**src/verilog/sbuf_pkg.sv**
```systemverilog
package sbuf_pkg;

    parameter int addr_w = 32;
    parameter int data_w = 32;
    parameter int tag_w  = 16;

    typedef enum logic [1:0] {
        op_sb = 2'd0,
        op_sh = 2'd1,
        op_sw = 2'd2
    } store_op_e;  // Matches funct3

    typedef enum logic [2:0] {
        op_lb  = 3'd0,
        op_lh  = 3'd1,
        op_lw  = 3'd2,
        op_lbu = 3'd4,
        op_lhu = 3'd5
    } load_op_e;

    typedef enum logic [1:0] {
        fwd_miss    = 2'd0,
        fwd_hit     = 2'd1,
        fwd_partial = 2'd2
    } fwd_result_e;

    typedef enum logic [1:0] {
        drain_idle = 2'd0,
        drain_send = 2'd1,
        drain_free = 2'd2
    } drain_state_e;

endpackage

```
**src/verilog/sbuf_drain_if.sv**
```systemverilog
`timescale 1ns/100ps

interface sbuf_drain_if #(
    parameter int DEPTH = 8
);
    localparam int IDX_W = $clog2(DEPTH);

    logic                        cand_valid;
    logic [sbuf_pkg::addr_w-1:0] cand_addr;   // Word aligned
    logic [sbuf_pkg::data_w-1:0] cand_data;
    logic [3:0]                  cand_strb;
    logic [IDX_W-1:0]            cand_index;
    logic                        release_valid;  // Entry leaves the buffer
    logic [IDX_W-1:0]            release_index;

    modport entries (
        output cand_valid, cand_addr, cand_data, cand_strb, cand_index,
        input  release_valid, release_index
    );

    modport drain (
        input  cand_valid, cand_addr, cand_data, cand_strb, cand_index,
        output release_valid, release_index
    );
endinterface

```
**src/verilog/sbuf_entries.sv**
```systemverilog
`timescale 1ns/100ps

module sbuf_entries #(
    parameter int DEPTH = 8
) (
    input  logic                        clk,
    input  logic                        rst_n,
    input  logic                        store_valid,
    input  logic                        store_ready,
    input  logic [sbuf_pkg::tag_w-1:0]  store_tag,
    input  logic [sbuf_pkg::addr_w-1:0] store_addr,
    input  logic [sbuf_pkg::data_w-1:0] store_data,
    input  sbuf_pkg::store_op_e         store_op,
    input  logic                        load_valid,
    input  logic [sbuf_pkg::tag_w-1:0]  load_tag,
    input  logic [sbuf_pkg::addr_w-1:0] load_addr,
    input  sbuf_pkg::load_op_e          load_op,
    output logic                        load_done,
    output sbuf_pkg::fwd_result_e       load_result,
    output logic [sbuf_pkg::data_w-1:0] load_data,
    output logic [3:0]                  load_mask,
    input  logic                        commit_valid,
    input  logic [sbuf_pkg::tag_w-1:0]  commit_tag,
    input  logic                        flush,
    sbuf_drain_if.entries               drain,
    output logic                        alloc,
    output logic [$clog2(DEPTH+1)-1:0]  dealloc_count
);
    localparam int IDX_W = $clog2(DEPTH);
    localparam int CNT_W = $clog2(DEPTH + 1);
    localparam int WA_W  = sbuf_pkg::addr_w - 2;

    logic [DEPTH-1:0]            ent_valid;
    logic [DEPTH-1:0]            ent_comm;
    logic [sbuf_pkg::tag_w-1:0]  ent_tag  [DEPTH];
    logic [WA_W-1:0]             ent_addr [DEPTH];
    logic [sbuf_pkg::data_w-1:0] ent_data [DEPTH];
    logic [3:0]                  ent_mask [DEPTH];

    logic [DEPTH-1:0]            keep;  // Committed after this edge
    logic [3:0]                  st_mask;
    logic [sbuf_pkg::data_w-1:0] st_lanes;
    logic                        store_take;
    logic                        merge_found;
    logic [IDX_W-1:0]            merge_idx;
    logic [IDX_W-1:0]            free_idx;
    logic [IDX_W-1:0]            wr_idx;
    logic                        best_found;
    logic [IDX_W-1:0]            best_idx;
    logic [sbuf_pkg::tag_w-1:0]  best_tag;
    logic                        ld_found;
    logic [IDX_W-1:0]            ld_idx;
    logic [sbuf_pkg::tag_w-1:0]  ld_tag;
    logic [3:0]                  ld_need;
    logic [3:0]                  ld_present;
    logic [sbuf_pkg::data_w-1:0] ld_word;
    logic [7:0]                  ld_byte;
    logic [15:0]                 ld_half;
    logic [sbuf_pkg::data_w-1:0] ld_ext;

    always_comb begin
        case (store_op)
            sbuf_pkg::op_sb: begin
                st_mask  = 4'b0001 << store_addr[1:0];
                st_lanes = {4{store_data[7:0]}};
            end
            sbuf_pkg::op_sh: begin
                st_mask  = 4'b0011 << {store_addr[1], 1'b0};
                st_lanes = {2{store_data[15:0]}};
            end
            default: begin
                st_mask  = 4'b1111;
                st_lanes = store_data;
            end
        endcase
    end

    always_comb begin
        for (int i = 0; i < DEPTH; i++)
            keep[i] = ent_comm[i] | (commit_valid && ent_tag[i] <= commit_tag);
    end

    // Downward scan leaves the lowest index in place
    always_comb begin
        merge_found = 1'b0;
        merge_idx   = '0;
        free_idx    = '0;
        for (int i = DEPTH - 1; i >= 0; i--) begin
            if (!ent_valid[i])
                free_idx = IDX_W'(i);
            if (ent_valid[i] && !keep[i] && ent_addr[i] == store_addr[sbuf_pkg::addr_w-1:2]) begin
                merge_found = 1'b1;
                merge_idx   = IDX_W'(i);
            end
        end
    end

    assign store_take = store_valid && store_ready && !flush;  // Flush drops it
    assign alloc      = store_take && !merge_found;
    assign wr_idx     = merge_found ? merge_idx : free_idx;

    always_comb begin
        dealloc_count = drain.release_valid ? CNT_W'(1) : '0;
        for (int i = 0; i < DEPTH; i++)
            if (flush && ent_valid[i] && !keep[i])
                dealloc_count = dealloc_count + CNT_W'(1);
    end

    always_ff @(posedge clk) begin
        if (!rst_n) begin
            ent_valid <= '0;
            ent_comm  <= '0;
        end else begin
            for (int i = 0; i < DEPTH; i++) begin
                if (ent_valid[i] && keep[i])
                    ent_comm[i] <= 1'b1;
                if (flush && !keep[i])
                    ent_valid[i] <= 1'b0;
            end
            if (drain.release_valid) begin
                ent_valid[drain.release_index] <= 1'b0;
                ent_comm[drain.release_index]  <= 1'b0;
            end
            if (alloc) begin
                ent_valid[free_idx] <= 1'b1;
                ent_comm[free_idx]  <= 1'b0;
            end
        end
    end

    always_ff @(posedge clk) begin
        if (store_take) begin
            ent_tag[wr_idx]  <= store_tag;
            ent_addr[wr_idx] <= store_addr[sbuf_pkg::addr_w-1:2];
            ent_mask[wr_idx] <= merge_found ? (ent_mask[wr_idx] | st_mask) : st_mask;
            for (int b = 0; b < 4; b++)
                if (st_mask[b])
                    ent_data[wr_idx][8*b +: 8] <= st_lanes[8*b +: 8];
        end
    end

    // Oldest committed entry, skipping the one leaving now
    always_comb begin
        best_found = 1'b0;
        best_idx   = '0;
        best_tag   = '0;
        for (int i = 0; i < DEPTH; i++) begin
            if (ent_valid[i] && ent_comm[i]
                    && !(drain.release_valid && drain.release_index == IDX_W'(i))
                    && (!best_found || ent_tag[i] < best_tag)) begin
                best_found = 1'b1;
                best_idx   = IDX_W'(i);
                best_tag   = ent_tag[i];
            end
        end
    end

    always_ff @(posedge clk) begin
        if (!rst_n)
            drain.cand_valid <= 1'b0;
        else
            drain.cand_valid <= best_found;
    end

    always_ff @(posedge clk) begin
        drain.cand_index <= best_idx;
        drain.cand_addr  <= {ent_addr[best_idx], 2'b00};
        drain.cand_data  <= ent_data[best_idx];
        drain.cand_strb  <= ent_mask[best_idx];
    end

    // Youngest older store to the same word
    always_comb begin
        ld_found = 1'b0;
        ld_idx   = '0;
        ld_tag   = '0;
        for (int i = 0; i < DEPTH; i++) begin
            if (ent_valid[i] && ent_addr[i] == load_addr[sbuf_pkg::addr_w-1:2]
                    && ent_tag[i] < load_tag && (!ld_found || ent_tag[i] > ld_tag)) begin
                ld_found = 1'b1;
                ld_idx   = IDX_W'(i);
                ld_tag   = ent_tag[i];
            end
        end
    end

    always_comb begin
        case (load_op)
            sbuf_pkg::op_lb, sbuf_pkg::op_lbu: ld_need = 4'b0001 << load_addr[1:0];
            sbuf_pkg::op_lh, sbuf_pkg::op_lhu: ld_need = 4'b0011 << {load_addr[1], 1'b0};
            default:                           ld_need = 4'b1111;
        endcase
        ld_present = ld_found ? (ld_need & ent_mask[ld_idx]) : 4'b0000;
        ld_word    = ent_data[ld_idx];
        ld_byte    = 8'(ld_word >> {load_addr[1:0], 3'b000});
        ld_half    = 16'(ld_word >> {load_addr[1], 4'b0000});
        case (load_op)
            sbuf_pkg::op_lb:  ld_ext = {{24{ld_byte[7]}}, ld_byte};
            sbuf_pkg::op_lbu: ld_ext = {24'd0, ld_byte};
            sbuf_pkg::op_lh:  ld_ext = {{16{ld_half[15]}}, ld_half};
            sbuf_pkg::op_lhu: ld_ext = {16'd0, ld_half};
            default:          ld_ext = ld_word;
        endcase
    end

    always_ff @(posedge clk) begin
        if (!rst_n)
            load_done <= 1'b0;
        else
            load_done <= load_valid;
    end

    always_ff @(posedge clk) begin
        if (load_valid) begin
            load_mask <= ld_present;
            load_data <= ld_ext;
            if (ld_present == 4'b0000)
                load_result <= sbuf_pkg::fwd_miss;
            else if (ld_present == ld_need)
                load_result <= sbuf_pkg::fwd_hit;
            else
                load_result <= sbuf_pkg::fwd_partial;
        end
    end

endmodule

```
**src/verilog/sbuf_drain_fsm.sv**
```systemverilog
`timescale 1ns/100ps

module sbuf_drain_fsm (
    input  logic                        clk,
    input  logic                        rst_n,
    sbuf_drain_if.drain                 drain,
    output logic                        mem_valid,
    input  logic                        mem_ready,
    output logic [sbuf_pkg::addr_w-1:0] mem_addr,
    output logic [sbuf_pkg::data_w-1:0] mem_data,
    output logic [3:0]                  mem_strb
);
    sbuf_pkg::drain_state_e state;
    sbuf_pkg::drain_state_e state_next;

    always_comb begin
        state_next = state;
        case (state)
            sbuf_pkg::drain_idle: begin
                if (drain.cand_valid)
                    state_next = sbuf_pkg::drain_send;
            end
            sbuf_pkg::drain_send: begin
                if (mem_ready)
                    state_next = sbuf_pkg::drain_free;
            end
            sbuf_pkg::drain_free: begin
                state_next = sbuf_pkg::drain_idle;  // Entry cleared at this edge
            end
            default: begin
                state_next = sbuf_pkg::drain_idle;
            end
        endcase
    end

    always_ff @(posedge clk) begin
        if (!rst_n)
            state <= sbuf_pkg::drain_idle;
        else
            state <= state_next;
    end

    // Latched once per entry, held through the whole handshake
    always_ff @(posedge clk) begin
        if (state == sbuf_pkg::drain_idle && drain.cand_valid) begin
            mem_addr            <= drain.cand_addr;
            mem_data            <= drain.cand_data;
            mem_strb            <= drain.cand_strb;
            drain.release_index <= drain.cand_index;
        end
    end

    assign mem_valid           = (state == sbuf_pkg::drain_send);
    assign drain.release_valid = (state == sbuf_pkg::drain_free);

endmodule

```
**src/verilog/sbuf_occupancy.sv**
```systemverilog
`timescale 1ns/100ps

module sbuf_occupancy #(
    parameter int DEPTH = 8
) (
    input  logic                       clk,
    input  logic                       rst_n,
    input  logic                       alloc,
    input  logic [$clog2(DEPTH+1)-1:0] dealloc_count,
    output logic                       store_ready
);
    localparam int CNT_W = $clog2(DEPTH + 1);

    logic [CNT_W-1:0] count;  // Occupied entries

    always_ff @(posedge clk) begin
        if (!rst_n)
            count <= '0;
        else
            count <= count + CNT_W'(alloc) - dealloc_count;
    end

    // Low when full, merges included
    assign store_ready = (count != CNT_W'(DEPTH));

endmodule

```
**src/verilog/sbuf_top.sv**
```systemverilog
`timescale 1ns/100ps

module sbuf_top #(
    parameter int DEPTH = 8
) (
    input  logic                        clk,
    input  logic                        rst_n,
    input  logic                        store_valid,
    output logic                        store_ready,
    input  logic [sbuf_pkg::tag_w-1:0]  store_tag,
    input  logic [sbuf_pkg::addr_w-1:0] store_addr,
    input  logic [sbuf_pkg::data_w-1:0] store_data,
    input  sbuf_pkg::store_op_e         store_op,
    input  logic                        load_valid,
    input  logic [sbuf_pkg::tag_w-1:0]  load_tag,
    input  logic [sbuf_pkg::addr_w-1:0] load_addr,
    input  sbuf_pkg::load_op_e          load_op,
    output logic                        load_done,
    output sbuf_pkg::fwd_result_e       load_result,
    output logic [sbuf_pkg::data_w-1:0] load_data,
    output logic [3:0]                  load_mask,
    input  logic                        commit_valid,
    input  logic [sbuf_pkg::tag_w-1:0]  commit_tag,
    input  logic                        flush,
    output logic                        mem_valid,
    input  logic                        mem_ready,
    output logic [sbuf_pkg::addr_w-1:0] mem_addr,
    output logic [sbuf_pkg::data_w-1:0] mem_data,
    output logic [3:0]                  mem_strb
);
    logic                       alloc;
    logic [$clog2(DEPTH+1)-1:0] dealloc_count;

    sbuf_drain_if #(.DEPTH(DEPTH)) drain_bus ();

    sbuf_entries #(.DEPTH(DEPTH)) u_entries (
        .clk           (clk),
        .rst_n         (rst_n),
        .store_valid   (store_valid),
        .store_ready   (store_ready),
        .store_tag     (store_tag),
        .store_addr    (store_addr),
        .store_data    (store_data),
        .store_op      (store_op),
        .load_valid    (load_valid),
        .load_tag      (load_tag),
        .load_addr     (load_addr),
        .load_op       (load_op),
        .load_done     (load_done),
        .load_result   (load_result),
        .load_data     (load_data),
        .load_mask     (load_mask),
        .commit_valid  (commit_valid),
        .commit_tag    (commit_tag),
        .flush         (flush),
        .drain         (drain_bus.entries),
        .alloc         (alloc),
        .dealloc_count (dealloc_count)
    );

    sbuf_drain_fsm u_drain_fsm (
        .clk       (clk),
        .rst_n     (rst_n),
        .drain     (drain_bus.drain),
        .mem_valid (mem_valid),
        .mem_ready (mem_ready),
        .mem_addr  (mem_addr),
        .mem_data  (mem_data),
        .mem_strb  (mem_strb)
    );

    sbuf_occupancy #(.DEPTH(DEPTH)) u_occupancy (
        .clk           (clk),
        .rst_n         (rst_n),
        .alloc         (alloc),
        .dealloc_count (dealloc_count),
        .store_ready   (store_ready)
    );

endmodule

```
**config.mk**
```make
export PLATFORM = sky130hd
export DESIGN_NAME = sbuf_top
export DESIGN_NICKNAME = d
export VERILOG_FILES = /design/src/verilog/sbuf_pkg.sv /design/src/verilog/sbuf_drain_if.sv /design/src/verilog/sbuf_entries.sv /design/src/verilog/sbuf_drain_fsm.sv /design/src/verilog/sbuf_occupancy.sv /design/src/verilog/sbuf_top.sv
export SDC_FILE = /design/constraint.sdc
export NUM_CORES = 2
export LEC_CHECK = 0
export ABC_CLOCK_PERIOD_IN_PS = 17450
export BUFFER_PORTS_ARGS = -buffer_cell sky130_fd_sc_hd__buf_4
export CORE_AREA = 4 4 505 257
export CTS_CLUSTER_SIZE = 16
export DETAILED_ROUTE_END_ITERATION = 10
export DIE_AREA = 0 0 509 261
export PLACE_DENSITY = 0.62
export SLEW_MARGIN = 10
export SYNTH_ARGS = -nofsm -noshare
export SYNTH_HDL_FRONTEND = slang
export SYNTH_SLANG_ARGS = --single-unit
```
**constraint.sdc**
```tcl
create_clock -name clk -period 17.45 [get_ports clk]
set_input_delay 0.8725 -clock clk [delete_from_list [all_inputs] [get_ports clk]]
set_output_delay 0.8725 -clock clk [all_outputs]
set_load 0.02 [all_outputs]
```
==> run summary <==
The run finished, with violations left. The checks that failed: max-capacitance violations, max-slew violations. The synthesized-area fraction occupied by and/or/nand/nor cells is between 10% and 20%. The worst setup path is launched from a flip-flop.

The fraction of the yosys area taken by sequential cells is 44.1%. The most used flip-flop cell after synthesis is sky130_fd_sc_hd__edfxtp_1. The post-cts hold buffer count is 0.

The total global-route track usage is between 30% and 40%. TritonCTS built the clock tree. Power spread over the standard cell area amounts to 69.6 nW/um2.

Leaving out fill and tap cells, the most frequent cell in the layout is sky130_fd_sc_hd__buf_4. The cell type with the highest aggregate area in the netlist is sky130_fd_sc_hd__edfxtp_1. The cell area that synthesis handed to floorplanning was 56,200 um2. The DRC marker count from the first detailed-route iteration is 5,856. The master cell of the clock root buffer is sky130_fd_sc_hd__clkbuf_16. The final number of setup-violating endpoints is 0. The routed wirelength normalized by instance count is 34.8 um. The total half-perimeter wirelength after legalization and detailed placement is 203 mm. The number of I/O port buffers is 262. The tightest slew margin relative to the limit is -9.95%. The multiplexer area fraction after synthesis is 10.7%. The fraction of synthesized cell area in xor and xnor cells came out at slightly below 8%. The chip width is roughly 500 um. Along the worst path, the maximum fanout reaches 8. For this run, the post-layout net count is 6,527. The library cells used most frequently in the layout, excluding fill and tap cells, are 850 x sky130_fd_sc_hd__buf_4, 763 x sky130_fd_sc_hd__edfxtp_1, 455 x sky130_fd_sc_hd__ha_1, 425 x sky130_fd_sc_hd__mux2i_1, 332 x sky130_fd_sc_hd__xor2_1.

The cell leakage power came out at 26.9 nW. By area the synthesized netlist is led by sky130_fd_sc_hd__edfxtp_1 41%, sky130_fd_sc_hd__ha_1 11%, sky130_fd_sc_hd__mux2i_1 8.1%. Global routing finished with a remaining overflow of 0. The number of antenna violations at the first check in global routing is 9. The mean number of vias per cell came out at 6.38.

The count of clock tree sinks came out at 856. Entering global routing, the biggest net connects between 50 and 60 pins. The maximum VDD drop came out at 0.0844 mV. The data arrival at the endpoint of the critical path came out at 17.73 ns. The power after layout is 4.89 mW. The post-place instance area is 64,500 um2. For this run, the top clock speed supported by timing is a little under 60 MHz. During I/O placement, the number of pins put on the boundary was 265. The worst setup path is captured at a flip-flop. The final count of pins violating max slew is 3. The fraction of synthesis flops using an asynchronous set or reset pin is 0%. The synthesized design contains 856 register bits. The first-pass detailed-route iteration total came out at 8. Across the routed clock network, the largest skew measured is 0.0537 ns. The clock transition time at the flip-flop clock pins of the worst setup and hold paths is 0.07 ns.

The initial core utilization is between 40% and 50%. The clock latency at the later pin of the worst-skew pair is 0.74 ns. In the post-route analysis, the smallest setup slack over all paths is 0.162 ns.

The area of all placed cells without fillers came out at roughly 70,000 um2. The floorplan step defined a die boundary enclosing approximately 130,000 um2. Setup repair after global routing could not meet its margin everywhere. The fraction of layout instances using a drive strength above 1 came out at 26.4%. On the worst path, the slowest cell contributes a delay of 0.50 ns. The cell count after synthesis is 5,070.

The final hold violation count came out at 0. Among all stages on the critical path, the largest delay is contributed by sky130_fd_sc_hd__edfxtp_1. The number of distinct standard cells referenced by the synthesized netlist came out at between 90 and 100. The clock tree synthesis step divided the H-tree into 3 levels.

The post-route minimum period is between 15 and 20 ns. The wire length of the first global-routing pass is 358 mm. In this run the standard cell core region covers 125,000 um2. The routed design has 266 mm of wire.

In this design, the critical path's most frequently occurring cell is sky130_fd_sc_hd__buf_4. The synthesized area divided by synthesized cell count came out at 11.1 um2. The number of buffers on the longest clock path came out at 3.

After Yosys synthesis, full adders, half adders and majority gates account for 10.7% of the synthesized area. Max-cap violations in this run came to 1. The layout overhead on the synthesized area is 25.1%. The compound-gate portion of the synthesized area is 12.1%.

The required time at the worst-slack endpoint is 17.89 ns. The path class of the tightest hold or removal check is flip-flop to flip-flop. By area, the combinational part of the netlist is dominated by compound AO/OA/AOI/OAI gates. The slew at the pin with the worst max-slew slack came out at 1.63 ns. The post-layout utilization of the core is 56.1%. In this run, CTS created clock tree buffers numbering 83. The via count of the first global-routing pass came out at approximately 47k. The synthesized design contains 763 enable-type register cells. The vertical die dimension is 261 um. For this run, the number of Yosys warnings is 0. Timing analysis after detailed placement gives a worst setup slack of -1.38 ns. The final hold slack came out at 0.399 ns. The final RePlAce weighted congestion came out at 1.10. The final routed DRC violation total came out at 0. The portion of synthesized cell area occupied by the leading cell type is 40.8%.

The floorplan has 92 rows. The routed layout has roughly 49k vias. The type of the setup path with the least slack is flip-flop to flip-flop. The worst path uses approximately 99% of the clock period. The layout has 10.7k filler cells.

In this run the remaining antenna-violating nets after routing total 0.
## cell usage after synthesis (62+ instances only)
cell	number
sky130_fd_sc_hd__edfxtp_1	763
sky130_fd_sc_hd__dfxtp_1	93
sky130_fd_sc_hd__nand2_1	278
sky130_fd_sc_hd__nor2_1	261
sky130_fd_sc_hd__xor2_1	334
sky130_fd_sc_hd__ha_1	479
sky130_fd_sc_hd__clkbuf_1	123
sky130_fd_sc_hd__inv_1	191
sky130_fd_sc_hd__nand4_1	150
sky130_fd_sc_hd__buf_2	64
sky130_fd_sc_hd__xnor2_1	165
sky130_fd_sc_hd__a21oi_1	276
sky130_fd_sc_hd__o21a_1	62
sky130_fd_sc_hd__mux2i_1	454
sky130_fd_sc_hd__mux2_2	131
sky130_fd_sc_hd__nand3_1	79
sky130_fd_sc_hd__o21ai_0	154
sky130_fd_sc_hd__a21o_1	142
sky130_fd_sc_hd__nor4_1	143
## per-stage QoR
step                instances  TNS [ns]
floorplan                5071         0
detailed placement       7394    -70.44
finish                   7656         0
CTS                      7563         0
global placement         7394    -41.05
global route             7654    -16.38
## area by class of cell
cell class / instances / area, um2 / share of cell area (%)
Clock buffer: 107 / 2330 / 3.32
Inverter: 192 / 723 / 1.03
Tap cell: 1692 / 2120 / 3.01
Clock inverter: 49 / 607 / 0.863
Timing Repair Buffer: 957 / 8350 / 11.9
Multi-Input combinational cell: 3801 / 31400 / 44.7
Antenna cell: 2 / 5.00 / 0.00712
Sequential cell: 856 / 24800 / 35.2
## state kept, by name, indices dropped and copies added (netlist names), 30 cells and up
signal and cells:
u_entries.ent_mask 32, u_entries.drain.cand_addr 30, u_entries.ent_addr 240, u_entries.drain.cand_data 32, u_entries.load_data 32, u_entries.ent_data 256
u_drain_fsm.mem_data 32, u_drain_fsm.mem_addr 30, u_entries.ent_tag 128
## report_power, final
group	internal (mW)	switching, mW	total, mW
combinational	0.203	0.393	0.596
sequential	2.29	0.0354	2.32
clock	1.06	0.915	1.98
total	3.55	1.34	4.89
## final timing paths
| check | from | endpoint | slack (ns) | cells past startpoint |
|---|---|---|---|---|
| max | u_entries.ent_addr[0][14] | u_entries.load_result[1] | 0.16 | 93 |
| min | u_entries.drain.cand_addr[29] | u_drain_fsm.mem_addr[29] | 0.40 | 0 |
| max reg2reg | u_entries.ent_addr[0][14] | u_entries.load_result[1] | 0.16 | 93 |
| min reg2reg | u_entries.drain.cand_addr[29] | u_drain_fsm.mem_addr[29] | 0.40 | 0 |
## logic make-up (layout without fill, tap and decap cells)
kind of cell | Yosys count | after routing
AO/OA/AOI/OAI | 1015 | 1015
buffers and inverters | 414 | 1305
multiplexers | 586 | 586
AND/OR/NAND/NOR | 1218 | 1218
adder cells (fa/ha/maj) | 480 | 480
XOR/XNOR | 500 | 500
flip-flops | 856 | 856
other | 1 | 4
## timing repair
action                     4_1_cts  5_1_grt
gates resized for setup         54      325
gates cloned                     1       17
buffers inserted                12       74
pin swaps                       18       72
setup endpoints to repair      106      107
## critical path, delay by kind of cell (launching register included)
family / cells / cell delay [ns]
AOI/OAI and AO/OA: 40 / 6.80
and+or+nand+nor: 21 / 3.77
buffers and inverters: 21 / 3.12
adders and majority gates: 7 / 1.79
muxes: 3 / 0.78
DFF: 1 / 0.50
xor gates and xnor gates: 1 / 0.21
## per-layer routing
layer | wire, um | global-route usage [%]
met5 | 49 | 0
met4 | 17800 | 20.3
met3 | 28100 | 10.9
met2 | 115000 | 59.0
met1 | 105000 | 49.0
Note: power is estimated with default switching activity, not from simulation.
